File: src/hdl/sdram_burst_test_consts.svh
`ifndef SDRAM_BURST_TEST_CONSTS_SVH
`define SDRAM_BURST_TEST_CONSTS_SVH

////////////////////////////////////////////////////////////////////////////
// Burst memory tester constants.
////////////////////////////////////////////////////////////////////////////

// Words moved per memory request.
`define BURST_WORDS 4

// 133.333 MHz / 115200 baud.
// Rounds to 1157 clocks per bit and fits in 11 bits.
`define BAUD_DIV_133M 1157

// One 480 x 800 screen of pixels.
`define FRAME_WORDS_DEFAULT 384000 // 24-bit address space.

// Pause after each reported burst.
`define DWELL_DEFAULT 2222222 // Roughly 16.7 ms at 133 MHz.

////////////////////////////////////////////////////////////////////////////
// UART framing.
////////////////////////////////////////////////////////////////////////////

// Start bit, 8 data bits LSB first, 2 stop bits.
`define UART_FRAME_BITS 11

`endif

File: src/hdl/sdram_burst_test_pkg.sv
`default_nettype none
`include "sdram_burst_test_consts.svh"

package sdram_burst_test_pkg;

    ////////////////////////////////////////////////////////////////////////////
    // Memory side.
    ////////////////////////////////////////////////////////////////////////////

    // One 16-bit memory word.
    typedef logic [15:0] word_t;

    // Word 0 sits in the top bits.
    typedef word_t [0:`BURST_WORDS-1] burst_t; // 64 bits.

    // Bank 2 + row 13 + column 9.
    // Kept flat so the address steps by plain adds.
    typedef logic [23:0] addr_t;

    ////////////////////////////////////////////////////////////////////////////
    // UART side.
    ////////////////////////////////////////////////////////////////////////////

    typedef logic [7:0] byte_t; // One payload byte.

endpackage

`default_nettype wire

File: src/hdl/readback_reporter.sv
`timescale 1ns/1ns
`default_nettype none
`include "sdram_burst_test_consts.svh"

module readback_reporter (
    input  wire                               clk_133MHz_210,
    input  wire                               rst_n,
    input  wire                               report_start, // One-cycle pulse.
    input  wire sdram_burst_test_pkg::burst_t expected,     // Written burst.
    input  wire sdram_burst_test_pkg::burst_t captured,     // Read-back burst.
    input  wire                               tx_busy,
    output logic                              tx_start,
    output sdram_burst_test_pkg::byte_t       tx_byte,
    output logic                              report_done,
    output logic                              report_fail
);

    import sdram_burst_test_pkg::*;

    localparam int NBYTES = 2 * `BURST_WORDS;  // Two bytes per word.
    localparam int IDX_W  = $clog2(NBYTES);

    localparam logic [IDX_W-1:0] IDX_LAST = IDX_W'(NBYTES - 1);

    typedef enum logic [2:0] {
        R_IDLE,    // Waiting for a burst.
        R_CHECK,   // Word compare.
        R_SEND,    // Waiting on the UART.
        R_ADVANCE, // Next byte.
        R_DRAIN    // Last frame still on the line.
    } rstate_t;

    rstate_t          state;
    logic [IDX_W-1:0] idx;      // Byte index.
    word_t            cur_word; // Word under the index.
    word_t            exp_word;
    logic             word_ok;

    ////////////////////////////////////////////////////////////////////////////
    // Word select and compare.
    ////////////////////////////////////////////////////////////////////////////

    assign cur_word = captured[idx[IDX_W-1:1]];
    assign exp_word = expected[idx[IDX_W-1:1]];
    assign word_ok  = (cur_word == exp_word);

    // Payload byte. High half at even index.
    always_ff @(posedge clk_133MHz_210) begin
        if (state == R_SEND && !tx_busy) begin
            tx_byte <= idx[0] ? cur_word[7:0] : cur_word[15:8];
        end
    end

    ////////////////////////////////////////////////////////////////////////////
    // Byte walk.
    ////////////////////////////////////////////////////////////////////////////

    always_ff @(posedge clk_133MHz_210 or negedge rst_n) begin
        if (!rst_n) begin
            state       <= R_IDLE;
            idx         <= '0;
            tx_start    <= 1'b0;
            report_done <= 1'b0;
            report_fail <= 1'b0;
        end else begin
            tx_start    <= 1'b0; // Pulses by default.
            report_done <= 1'b0;
            report_fail <= 1'b0;
            case (state)
                R_IDLE: begin
                    if (report_start) begin
                        idx   <= '0;
                        state <= R_CHECK;
                    end
                end
                R_CHECK: begin
                    if (word_ok) begin
                        state <= R_SEND;
                    end else begin
                        report_fail <= 1'b1; // Bad word is never sent.
                        state       <= R_IDLE;
                    end
                end
                R_SEND: begin
                    if (!tx_busy) begin
                        tx_start <= 1'b1;
                        state    <= R_ADVANCE; // Gives busy a cycle to rise.
                    end
                end
                R_ADVANCE: begin
                    if (idx == IDX_LAST) begin
                        state <= R_DRAIN;
                    end else begin
                        idx   <= idx + 1'b1;
                        state <= idx[0] ? R_CHECK : R_SEND; // Even index next.
                    end
                end
                R_DRAIN: begin
                    if (!tx_busy) begin
                        report_done <= 1'b1;
                        state       <= R_IDLE;
                    end
                end
                default: state <= R_IDLE;
            endcase
        end
    end

    // UART busy is one cycle late. The walk must cover that gap.
    a_start_only_when_idle: assert property (
        @(posedge clk_133MHz_210) disable iff (!rst_n)
        tx_start |-> !tx_busy
    );

endmodule

`default_nettype wire

File: config.mk
export PLATFORM = sky130hd
export DESIGN_NAME = readback_reporter
export DESIGN_NICKNAME = d
export VERILOG_FILES = /design/src/hdl/sdram_burst_test_pkg.sv /design/src/hdl/readback_reporter.sv
export VERILOG_INCLUDE_DIRS = /design/src /design/src/hdl
export SDC_FILE = /design/constraint.sdc
export NUM_CORES = 1
export LEC_CHECK = 0
export BUFFER_PORTS_ARGS = -buffer_cell sky130_fd_sc_hd__buf_2
export CAP_MARGIN = 30
export CORE_ASPECT_RATIO = 0.9
export CORE_MARGIN = 2
export CORE_UTILIZATION = 25
export CTS_CLUSTER_DIAMETER = 120
export CTS_CLUSTER_SIZE = 28
export DETAILED_ROUTE_END_ITERATION = 12
export PLACE_DENSITY = 0.61
export REMOVE_ABC_BUFFERS = 1
export SLEW_MARGIN = 20
export SYNTH_ARGS = -nofsm -noshare
export SYNTH_HDL_FRONTEND = slang
export SYNTH_SLANG_ARGS = --single-unit
File: constraint.sdc
create_clock -name clk_133MHz_210 -period 6.39 [get_ports clk_133MHz_210]
set_clock_uncertainty 0.2 [all_clocks]
set_input_delay 0.639 -clock clk_133MHz_210 [delete_from_list [all_inputs] [get_ports clk_133MHz_210]]
set_output_delay 0.639 -clock clk_133MHz_210 [all_outputs]
set_load 0.05 [all_outputs]
After elaboration in Yosys (flattened, before gate mapping)
Index checks and enable logic that the tools add are counted.
Widths: inputs -> output; s select.
{"block": "op_classes", "n_addsub": 1, "order_cmp": 1, "eq_ne": 10, "muxes": 22, "bitwise_logic": 1, "reduce_logical": 6}
{"operator": "$bmux 16 s2", "count": 2}
{"operator": "$mux 16", "count": 4}
{"operator": "$mux 3", "count": 6}
{"operator": "$eq 16x16->1", "count": 1}
{"operator": "$pmux 3 s5", "count": 1}
{"operator": "$mux 8", "count": 1}
{"operator": "$ne 2x2->1 const B", "count": 4}
{"operator": "$eq 3x2->1 const B", "count": 2}
{"operator": "$eq 3x3->1 const B", "count": 2}
{"operator": "$pmux 3 s2", "count": 1}
{"operator": "$reduce_and 3->1", "count": 2}
{"operator": "$mux 1", "count": 5}
{"operator": "$mux 2", "count": 2}
{"operator": "$add 3x1->3 const B", "count": 1}
{"operator": "$eq 3x1->1 const B", "count": 1}
{"operator": "$ge 3x3->1 const B", "count": 1}
{"operator": "$logic_not 3->1", "count": 1}
{"operator": "$not 2->3", "count": 1}
{"operator": "$reduce_bool 2->1", "count": 1}
{"operator": "$logic_and 1x1->1", "count": 1}
{"operator": "$logic_not 1->1", "count": 1}
{"block": "totals", "ff_bits": 17, "input_bits": 132, "out_inout_bits": 11, "elab_cells": 47}

Longest topological paths before layout
Gate-level depths: netlist of the first run.
{"block": "logic_depth", "ltp_word": 7, "ltp_mapped": 7, "ltp_nobuf": 6}

Worst setup path after synthesis of the first run
No wires, ideal clock.
{"block": "synth_path", "path_type": "reg2reg", "start": "reg idx[2]", "end": "reg state[1]", "setup_time_ps": 66, "arrival_ps": 1966, "required_ps": 6124, "setup_slack_ps": 4158, "stages_incl_launch_ff": 8, "n_path_buf": 2, "synth_period_minus_slack_ps": 2232, "path_cell_list": "dfrtp_1 -> clkbuf_1 -> clkbuf_1 -> mux4_2 -> xnor2_1 -> nand4_1 -> nor4_2 -> a22o_1"}
{"block": "synth_between", "elab_chain_cells": 7, "word_cells_on_any_way": 12, "cone_classes": "eq/ne (2); mux (9); bitwise (1)"}
{"element": "from (decl)", "line": "readback_reporter.sv:34", "source": "logic [IDX_W-1:0] idx;"}
{"element": "from (signal assigned)", "line": "readback_reporter.sv:94", "source": "idx <= idx + 1'b1;"}
{"element": "$not 2->3 (implied by the code)", "line": "readback_reporter.sv:43, readback_reporter.sv:44"}
{"element": "$bmux 16 s2, on equally long branches", "line": "readback_reporter.sv:43, readback_reporter.sv:44"}
{"element": "$mux 16, on equally long branches (2 in series)", "line": "readback_reporter.sv:43, readback_reporter.sv:44"}
{"element": "$eq 16x16->1", "line": "readback_reporter.sv:45", "source": "assign word_ok = (cur_word == exp_word);"}
{"element": "$mux 2", "line": "readback_reporter.sv:77", "source": "if (word_ok) begin"}
{"element": "$pmux 3 s5 (*)", "line": "readback_reporter.sv:69", "source": "case (state)"}
{"element": "to (signal assigned)", "line": "readback_reporter.sv:95", "source": "state <= idx[0] ? R_CHECK : R_SEND;"}
{"element": "to (decl)", "line": "readback_reporter.sv:33", "source": "rstate_t state;"}
Mark *: on every way between the ends. The rest lies on a longest branch, timed or not. The select of a mux whose other input is x is not followed.
A chain may end at the register's enable or synchronous reset.

Worst setup path in the final report of the first run
{"block": "layout_path", "start": "reg idx[1]", "end": "reg state[1]"}
Same word-level chain as after synthesis.

==> summary.txt, run 1 <==
Timing
  • Worst Hold Slack: 28.3 ps
  • Relative slew slack: 47.7%
  • Worst Slack Setup Final: 3750 ps
  • Tmin final: 2640 ps
  • Slew Limit Fails: 0
  • Final hold violation count: 0
  • Tightest Pin Transition: 781 ps
  • RSZ-0062 raised after global routing: false
  • Final Setup Violations: 0
  • Crit share post-route: 41.3%
  • F_max: 379 MHz
  • Post-route setup TNS: 0 ps

Power
  • Power Total: 0.274 mW
  • Switching part of the total: 23.5%
  • Clock power frac: 29.0%
  • Peak supply drop: 0.0582 mV
  • Combinational share of power: 28.2%
  • PwrDens: 108 nW/um^2
  • Leak: 1.09 nW
  • Switching power: 0.0644 mW
  • Flop pwr share: 42.7%
  • Pint: 0.210 mW

Clock tree
  • CTS buffer count: 3
  • # Post-CTS Setup Buffers: 0
  • CTS tree: built
  • Clock Tree Buf Depth: 2
  • CTS sink cnt: 17
  • Worst-path clk slew: 70 ps
  • Worst-skew pair later-pin latency: 250 ps
  • Hold_buf cts: 0
  • H-tree depth: 1
  • Root Buffer: clkbuf_8
  • Cts repair resizes: 0

Logic synthesis
  • Post-synth EDFFs: 8
  • Post-synthesis sequential area ratio: 27.5%
  • Mapped Cells: 115
  • Yosys reg bits: 17
  • Ys Warns: 0
  • Adder-cell share of the synthesized area: 1.48%
  • Synth Area in Compound Gates: 3.25%
  • Mapped Area: 1690 sq um
  • Synth Area in XOR/XNOR: 8.28%
  • Most used DFF post-synth: dfrtp_1
  • Avg Cell Area, Syn: 14.7 sq um
  • Ys async rst share: 52.9%
  • Post-Synth Simple-Gate Area: 7.61%
  • Largest family of logic cells by synthesized area: multiplexers
  • Distinct cell type count after synthesis: 25
  • Mux share of post-synthesis cell area: 47.9%

Placement
  • Final HPWL from detailed placement: 4360 microns
  • Placed cells: 340
  • Final GP Congestion: 0.706
  • Buffers on Ports: 142
  • Dpl ws: 3720 ps

Floorplan
  • DIE AREA: 7450 sq um
  • Core Box Area: 6550 sq um
  • Die width: 90.7 microns
  • DIE HEIGHT: 82.1 microns
  • Num rows: 28
  • Starting Density: 25.8%
  • Ports: 143

Global routing
  • Initial antenna violation count: 0
  • Largest net degree at the start of global routing: 35
  • Vias in the first global route: 1580
  • Met3 usage: 3.39%
  • Routing usage on met1: 15.8%
  • First-pass GRT wire length: 7510 microns
  • Gr busiest metal: met2
  • Global Route Usage Sum: 12.9%
  • Gr ovfl total: 0
  • Met2 Usage GRT: 23.2%

Cells and area
  • Nets: 389
  • Area growth, synth to finish: 50.0%
  • Diodes inserted: 0
  • Fillers: 684
  • Fin cells: 344
  • Layout cells sized above 1: 76.0%

Job
  • Number of max-cap violations: 0

Drt
  • Post-detailed-route count of antenna-violating nets: 0
  • DR iter-0 viols: 44
  • Final WL: 5030 microns
  • Drt pass-1 iters: 4
  • Vias: 1604
  • Vias/cell: 4.66
  • WL per Instance: 14.6 microns
  • Residual DRC count: 0

Worst setup path
  • CP Capture Type: flop
  • Worst path arrival time: 2630 ps
  • Data required time at the worst endpoint: 6380 ps
  • Critical path type: reg2reg
  • Critical Path Fanout Max: 20
  • Startpoint types: flop

Hold path
  • Hold Crit Class: in2async

Outcome
  • Status: finished, final reports clean
critical path, cell delays in order (launching register included):
cell and delay (ps):
dfrtp_2 660, buf_12 260, mux4_2 540, xnor2_1 230, nand4_1 180, nor4_2 320
a22o_1 180
area by class of cell:
class / instances / area [sq um] / area share, %
Multi-Input combinational cell: 86 / 1160 / 45.9
Clock inverter: 1 / 5.00 / 0.197
Timing Repair Buffer: 144 / 738 / 29.1
Sequential cell: 17 / 467 / 18.4
Clock buffer: 3 / 41.3 / 1.63
Tap cell: 90 / 113 / 4.43
Inverter: 3 / 11.3 / 0.443
metal layers:
| metal | vias to the layer above | wire length (microns) |
|---|---|---|
| li1 | 765 | - |
| met1 | 759 | 1990 |
| met2 | 72 | 2650 |
| met3 | 8 | 315 |
| met4 | 0 | 70 |
| met5 | - | 0 |
registers in the layout (all words and copies together) (netlist names):
signal / count
tx_start: 1
report_done: 1
report_fail: 1
state: 3
idx: 3
tx_byte: 8
placed cells by master (no fill, tap or decap):
| cell type | synthesis | final |
|---|---|---|
| a21oi_1 | 2 | 2 |
| buf_4 | 2 | 1 |
| inv_2 | 1 | 1 |
| buf_12 | 0 | 1 |
| a31o_2 | 1 | 1 |
| nand2_1 | 2 | 2 |
| nor2_1 | 1 | 1 |
| ha_1 | 2 | 2 |
| edfxtp_1 | 8 | 8 |
| nor4bb_1 | 1 | 1 |
| nand4_1 | 7 | 7 |
| clkbuf_8 | 0 | 3 |
| o31ai_1 | 1 | 1 |
| inv_1 | 2 | 2 |
| dfrtp_2 | 0 | 1 |
| buf_2 | 0 | 142 |
| nor4_2 | 1 | 1 |
| xnor2_1 | 16 | 16 |
| mux4_2 | 32 | 32 |
| o21ai_0 | 4 | 4 |
| dfrtp_1 | 9 | 8 |
| nor4b_1 | 1 | 1 |
| mux2_2 | 8 | 8 |
| nor3b_2 | 0 | 1 |
| a22o_1 | 1 | 1 |
| nor3b_1 | 2 | 1 |
| nor2b_1 | 2 | 2 |
| nand3b_1 | 2 | 2 |
| clkinv_2 | 0 | 1 |
power groups by stage:
stage / logic, mW / clock network, mW / registers, mW
2_1_floorplan: 0.0318 / 0 / 0.120
3_3_place_gp: 0.0774 / 0 / 0.119
3_5_place_dp: 0.0782 / 0 / 0.119
4_1_cts: 0.0785 / 0.0837 / 0.117
5_1_grt: 0.0849 / 0.0862 / 0.117
6_report: 0.0774 / 0.0796 / 0.117
per-stage QoR:
stage / utilization, % / area [sq um]
4_1_cts: 38.8 / 2540
5_1_grt: 38.8 / 2540
3_3_place_gp: 37.8 / 2470
3_5_place_dp: 38.1 / 2490
2_1_floorplan: - / 1640
6_report: 38.8 / 2540
logic make-up after synthesis:
logic type / after synthesis
AO/OA/AOI/OAI: 9
XOR/XNOR: 16
adder cells (fa/ha/maj): 2
buffers and inverters: 12
flip-flops: 17
multiplexers: 40
AND/OR/NAND/NOR: 19
worst paths after layout:
check | to | slack [ps] | depth (start not counted) | from
hold reg to reg | state[0]$_DFFE_PN0P_ | 360 | 1 | state[2]$_DFFE_PN0P_
setup / recovery | state[1]$_DFFE_PN0P_ | 3750 | 6 | idx[1]$_DFFE_PN0P_
hold / removal | state[1]$_DFFE_PN0P_ | 30 | 1 | rst_n
max in group asynchronous | idx[1]$_DFFE_PN0P_ | 5770 | 1 | rst_n
setup reg to reg | state[1]$_DFFE_PN0P_ | 3750 | 6 | idx[1]$_DFFE_PN0P_
min in group clk_133MHz_210 | state[0]$_DFFE_PN0P_ | 360 | 1 | state[2]$_DFFE_PN0P_
cell usage after synthesis (all sizes together), types with 2 or more instances:
master	count	area share [%]
xnor2	16	8.3
a21oi	2	0.59
mux4	32	43
clkbuf	5	1.1
ha	2	1.5
nand4	7	2.6
edfxtp	8	14
nor3b	2	0.89
nor2b	2	0.74
buf	4	2.2
mux2	8	5.3
nand3b	2	0.89
inv	3	0.67
nand2	2	0.44
o21ai	4	1.2
dfrtp	9	13
(Power assumes the default switching activity.)
==> inputs of run 2 (changes only) <==
--- a/config.mk
+++ b/config.mk
@@ -14,7 +14,7 @@
 export CTS_CLUSTER_DIAMETER = 120
 export CTS_CLUSTER_SIZE = 28
 export DETAILED_ROUTE_END_ITERATION = 12
-export PLACE_DENSITY = 0.61
+export PLACE_DENSITY = 0.63
 export REMOVE_ABC_BUFFERS = 1
 export SLEW_MARGIN = 20
 export SYNTH_ARGS = -nofsm -noshare
==> constraint.sdc (replaced) <==
create_clock -name clk_133MHz_210 -period 2.28 [get_ports clk_133MHz_210]
set_clock_uncertainty 0.2 [all_clocks]
set_input_delay 0.228 -clock clk_133MHz_210 [delete_from_list [all_inputs] [get_ports clk_133MHz_210]]
set_output_delay 0.228 -clock clk_133MHz_210 [all_outputs]
set_load 0.05 [all_outputs]
==> run 2 against run 1 <==
Effect of this change:
- critical path depth rose by 1
- die area unchanged
- non-clock buffer count grew 20
- count of clock-buffer cells in the layout rose by 1
- sequential cell count is the same
- power rose to 2.9 times the previous value
- clock power rose to 2.8 times the previous value
- final area is 11% higher
- core utilization rose by 4.2 points
- critical path type unchanged
- largest cell class unchanged
==> summary.txt, run 2 (same netlist as run 1, synthesis figures left out) <==
Outcome
  • Status: finished, final reports clean

Clock tree
  • CTS sink cnt: 17
  • CTS tree: built
  • Worst-path clk slew: 70 ps
  • Worst-skew pair later-pin latency: 250 ps
  • H-tree depth: 1
  • Root Buffer: clkbuf_8
  • CTS buffer count: 3
  • Clock Tree Buf Depth: 2

Drt
  • Residual DRC count: 0
  • Top layer in use: met4
  • Drt pass-1 iters: 4
  • Met3 WL: 390 microns
  • Post-detailed-route count of antenna-violating nets: 0
  • WL per Instance: 15.0 microns
  • DR iter-0 viols: 88
  • Met2 wire len: 2840 microns
  • Vias: 1696
  • DRT met1 WL: 2170 microns
  • Final WL: 5450 microns
  • Vias/cell: 4.66

Cells and area
  • Max FFs per register: 8
  • Biggest register: tx_byte
  • Nets: 409
  • Commonest cells after routing, fill and taps aside: buf_2, mux4_2, buf_4, xnor2_1
  • Diodes inserted: 0
  • Area growth, synth to finish: 66.4%
  • Regs by FF count: tx_byte (8), idx (3), state (3)
  • Commonest non-fill, non-tap cell in the layout: buf_2
  • Layout cells sized above 1: 78.8%

Floorplan
  • Ports: 143
  • DIE HEIGHT: 82.1 microns
  • Num rows: 28
  • Die width: 90.7 microns
  • Starting Density: 25.8%
  • DIE AREA: 7450 sq um
  • Core Box Area: 6550 sq um

Worst setup path
  • CP max stage delay: 530 ps
  • Worst path cell trace: buf_6, buf_12, mux4_2, xnor2_2, nand4_1, nor4_2, a22o_1
  • CP Capture Type: flop
  • Startpoint types: flop
  • CP max-delay cell: mux4_2
  • Data required time at the worst endpoint: 2270 ps
  • Critical Path Fanout Max: 5
  • Worst path arrival time: 2270 ps
  • Critical path type: reg2reg

Timing
  • RSZ-0062 raised after global routing: true
  • Final Setup Violations: 0
  • Final hold violation count: 0
  • Slew Limit Fails: 0
  • Tightest Pin Transition: 383 ps
  • Relative slew slack: 74.5%
  • Tmin final: 2270 ps
  • Post-route setup TNS: 0 ps
  • F_max: 440 MHz
  • Crit share post-route: 99.7%

Global routing
  • Largest net degree at the start of global routing: 32
  • Initial antenna violation count: 0
  • Vias in the first global route: 1798
  • Gr ovfl total: 0
  • Global Route Usage Sum: 15.0%
  • First-pass GRT wire length: 8590 microns

Power
  • PwrDens: 280 nW/um^2
  • Leak: 1.24 nW
  • Peak supply drop: 0.198 mV
  • Power Total: 0.788 mW

Placement
  • Buffers on Ports: 142
  • Final HPWL from detailed placement: 4580 microns
  • Final GP Congestion: 0.838

Job
  • Number of max-cap violations: 0

Hold path
  • Hold Crit Class: in2reg
-- run 2: cell count changes in the layout (fill, tap and decap cells not counted) --
| cell | before | now |
|---|---|---|
| buf_12 | 1 | 5 |
| buf_4 | 1 | 12 |
| buf_6 | 0 | 1 |
| buf_8 | 0 | 1 |
| clkbuf_1 | 0 | 1 |
| clkbuf_16 | 0 | 1 |
| clkinv_2 | 1 | 0 |
| dlygate4sd3_1 | 0 | 2 |
| xnor2_1 | 16 | 10 |
| xnor2_2 | 0 | 6 |
-- run 2: power breakdown --
part	switching, mW	internal [mW]
combinational	0.0810	0.153
sequential	0.00488	0.324
clock	0.102	0.124
-- run 2: per-layer routing --
metal | global-route usage [%] | vias up
met5 | 0 | -
met1 | 17.7 | 797
met4 | 4.00 | 0
met2 | 27.2 | 91
li1 | - | 802
met3 | 3.94 | 6
-- run 2: through the flow --
step | setup slack (ps) | cells | utilization [%] | instance area, sq um | hold slack (ps)
after floorplan | -798 | 106 | - | 1640 | -268
after global placement | 0.517 | 345 | 39.0 | 2560 | -102
after detailed placement | -2.73 | 345 | 39.0 | 2560 | -101
after CTS | 1.54 | 354 | 40.6 | 2660 | 50.0
after global routing | -114 | 364 | 43.0 | 2820 | 52.9
final | 7.19 | 364 | 43.0 | 2820 | 57.5
-- run 2: timing repair --
action	CTS	global route
pin swaps	0	8
endpoints found under the setup margin	1	5
cloned	0	1
gates resized for setup	2	8
hold buffers	2	0
buffers inserted	3	9
hold endpoints to repair	10	0
-- run 2: cell type report --
cell class	count	area, sq um
Sequential cell	17	467
Multi-Input combinational cell	86	1210
Clock buffer	4	45.0
Tap cell	90	113
Timing Repair Buffer	164	972
Inverter	3	11.3
Fill cell	655	3730
-- run 2: worst max-delay path, delay by kind of cell, from the launching register on --
| kind | cells | cell delay (ps) |
|---|---|---|
| muxes | 1 | 530 |
| and+or+nand+nor | 2 | 460 |
| AOI/OAI and AO/OA | 1 | 180 |
| xor gates and xnor gates | 1 | 200 |
| buffers and inverters | 2 | 250 |
| DFF | 1 | 410 |
-- run 2: path summary, 6_finish.rpt --
check                                     start                    end  slack, ps  depth (start not counted)
min in group asynchronous                 rst_n  report_done$_DFF_PN0_        160                          2
min                                report_start   state[0]$_DFFE_PN0P_         60                          3
max                          idx[1]$_DFFE_PN0P_   state[1]$_DFFE_PN0P_          7                          7
max reg2reg                  idx[1]$_DFFE_PN0P_   state[1]$_DFFE_PN0P_          7                          7
max in group asynchronous                 rst_n     idx[1]$_DFFE_PN0P_       1510                          2
min reg2reg                state[2]$_DFFE_PN0P_   state[0]$_DFFE_PN0P_        350                          1
==> inputs of run 3 (changes only) <==
--- a/config.mk
+++ b/config.mk
@@ -10,11 +10,11 @@
 export CAP_MARGIN = 30
 export CORE_ASPECT_RATIO = 0.9
 export CORE_MARGIN = 2
-export CORE_UTILIZATION = 25
+export CORE_UTILIZATION = 35
 export CTS_CLUSTER_DIAMETER = 120
 export CTS_CLUSTER_SIZE = 28
 export DETAILED_ROUTE_END_ITERATION = 12
-export PLACE_DENSITY = 0.63
+export PLACE_DENSITY = 0.82
 export REMOVE_ABC_BUFFERS = 1
 export SLEW_MARGIN = 20
 export SYNTH_ARGS = -nofsm -noshare
==> run 3 against run 2 <==
Effect of this change:
- hold slack improved by 23 ps
- critical endpoint unchanged
- routed wire length decreased by 5.0%
- power decreased by 1.0%
- cell count decreased by 11%
- critical path depth decreased by 1
- global-route usage increased by 4.9 points
- maximum frequency increased by 2.4%
- highest routed layer unchanged
==> summary.txt, run 3 (same netlist as run 1, synthesis figures left out) <==
Cells and area
  • Nets: 398
  • Commonest cells after routing, fill and taps aside: buf_2, mux4_2, xnor2_1
  • Layout cells sized above 1: 77.6%
  • Post-route cell area: 2640 sq um
  • Max FFs per register: 8
  • Regs by FF count: tx_byte (8), idx (3), state (3)
  • Biggest register: tx_byte
  • Area growth, synth to finish: 56.0%
  • Fin cells: 325
  • Diodes inserted: 0
  • Commonest non-fill, non-tap cell in the layout: buf_2

Timing
  • Tightest Pin Transition: 387 ps
  • Final hold violation count: 0
  • Relative slew slack: 74.2%
  • Final Setup Violations: 0
  • Crit share post-route: 97.4%
  • F_max: 450 MHz
  • Slew Limit Fails: 0
  • RSZ-0062 raised after global routing: true
  • Post-route setup TNS: 0 ps
  • Tmin final: 2220 ps

Drt
  • Residual DRC count: 0
  • Post-detailed-route count of antenna-violating nets: 0
  • DR iter-0 viols: 74
  • WL per Instance: 15.9 microns
  • Final WL: 5180 microns
  • Drt pass-1 iters: 4
  • Vias/cell: 5.16
  • Vias: 1678

Clock tree
  • Worst-path clk slew: 70 ps
  • Root Buffer: clkbuf_8
  • H-tree depth: 1
  • CTS tree: built
  • CTS sink cnt: 17
  • Worst-skew pair later-pin latency: 250 ps
  • CTS buffer count: 3
  • Clock Tree Buf Depth: 2

Floorplan
  • Starting Density: 37.2%
  • Ports: 143
  • Die width: 77.3 microns
  • Num rows: 23
  • DIE AREA: 5410 sq um
  • DIE HEIGHT: 70.0 microns
  • Core Box Area: 4550 sq um

Placement
  • Buffers on Ports: 142
  • Final HPWL from detailed placement: 4450 microns
  • Placed cells: 317
  • Post-DP Area: 2520 sq um
  • Final GP Congestion: 0.844

Worst setup path
  • Crit path buffers/inverters: 1
  • Critical Path Fanout Max: 16
  • Reg2reg end: state[1]$_DFFE_PN0P_
  • Reg2reg setup slack: 60 ps
  • Worst path cell trace: buf_12, mux4_2, xnor2_1, nand4_1, nor4_2, a22o_1
  • Worst R2R Start: idx[1]$_DFFE_PN0P_
  • CP max stage delay: 540 ps
  • Path depth of the worst reg2reg path: 6
  • Data required time at the worst endpoint: 2270 ps
  • Worst path arrival time: 2210 ps
  • Startpoint types: flop
  • CP Capture Type: flop
  • Top Family by Delay on Critical Path: multiplexers
  • CP max-delay cell: mux4_2
  • Critical path type: reg2reg

Global routing
  • Initial antenna violation count: 0
  • First-pass GRT wire length: 8560 microns
  • Global Route Usage Sum: 19.8%
  • Vias in the first global route: 1949
  • Largest net degree at the start of global routing: 19
  • Gr ovfl total: 0

Power
  • Flop pwr share: 42.1%
  • Peak supply drop: 0.192 mV
  • Clock power frac: 28.8%
  • Switching power: 0.187 mW
  • Switching part of the total: 23.9%
  • PwrDens: 295 nW/um^2
  • Pint: 0.594 mW
  • Combinational share of power: 29.2%
  • Leak: 1.16 nW

Outcome
  • Status: finished, final reports clean

Hold path
  • Worst hold start: report_start
  • Hold Crit Class: in2reg
  • Worst Hold End: state[0]$_DFFE_PN0P_
  • Hold Crit Depth: 3

Job
  • Number of max-cap violations: 0
run 3: cell count changes in the layout (fill, tap and decap cells not counted), sizes merged:
cell	delta
clkinv	+1
clkbuf	-2
buf	-10
run 3: tightest hold or removal path, cell delays in order:
cell and delay, ps:
buf_2 90, nand2_1 90, a21oi_1 70
run 3: per-layer routing:
layer | wire [microns] | vias up | GRT usage [%]
met5 | 0 | - | 0
li1 | - | 781 | -
met4 | 123 | 0 | 4.37
met2 | 2950 | 91 | 39.8
met3 | 308 | 12 | 4.52
met1 | 1790 | 794 | 20.7
run 3: power by group through the flow:
stage / logic, mW / clock network, mW / registers, mW
2_1_floorplan: 0.0891 / 0 / 0.337
3_3_place_gp: 0.213 / 0 / 0.334
3_5_place_dp: 0.220 / 0 / 0.334
4_1_cts: 0.224 / 0.227 / 0.328
5_1_grt: 0.249 / 0.243 / 0.328
6_report: 0.228 / 0.225 / 0.328
run 3: worst max path at each step:
stage / startpoint / endpoint / slack [ps] / cells past startpoint
after floorplan: idx[1]$_DFFE_PN0P_ / state[1]$_DFFE_PN0P_ / -800 / 5
after global placement: idx[1]$_DFFE_PN0P_ / state[1]$_DFFE_PN0P_ / 60 / 6
after detailed placement: idx[1]$_DFFE_PN0P_ / state[1]$_DFFE_PN0P_ / 40 / 6
after CTS: idx[1]$_DFFE_PN0P_ / state[1]$_DFFE_PN0P_ / 20 / 6
after global routing: idx[1]$_DFFE_PN0P_ / state[1]$_DFFE_PN0P_ / -50 / 6
final: idx[1]$_DFFE_PN0P_ / state[1]$_DFFE_PN0P_ / 60 / 6
run 3: cell type report:
type / count / area, sq um
well taps: 62 / 77.6
flip-flops and latches: 17 / 467
multi-input cells: 86 / 1190
clock inverters: 1 / 5.00
fillers: 391 / 1910
clock buffers: 3 / 41.3
inverters: 3 / 11.3
repair buffers: 153 / 848
run 3: what timing repair did:
item,in CTS,in global routing
buffers inserted,0,2
endpoints found under the setup margin,0,3
endpoints found under the hold margin,10,0
hold buffers,2,0
resized for setup,0,4
run 3: through the flow:
| step | utilization, % | total power, mW | setup slack, ps | hold slack, ps |
|---|---|---|---|---|
| after floorplan | - | 0.427 | -798 | -268 |
| after global placement | 55.4 | 0.547 | 63.2 | -106 |
| after detailed placement | 55.4 | 0.554 | 35.6 | -104 |
| after CTS | 56.9 | 0.778 | 23.8 | 65.6 |
| after global routing | 58.1 | 0.821 | -51.9 | 104 |
| final | 58.1 | 0.780 | 59.9 | 80.1 |
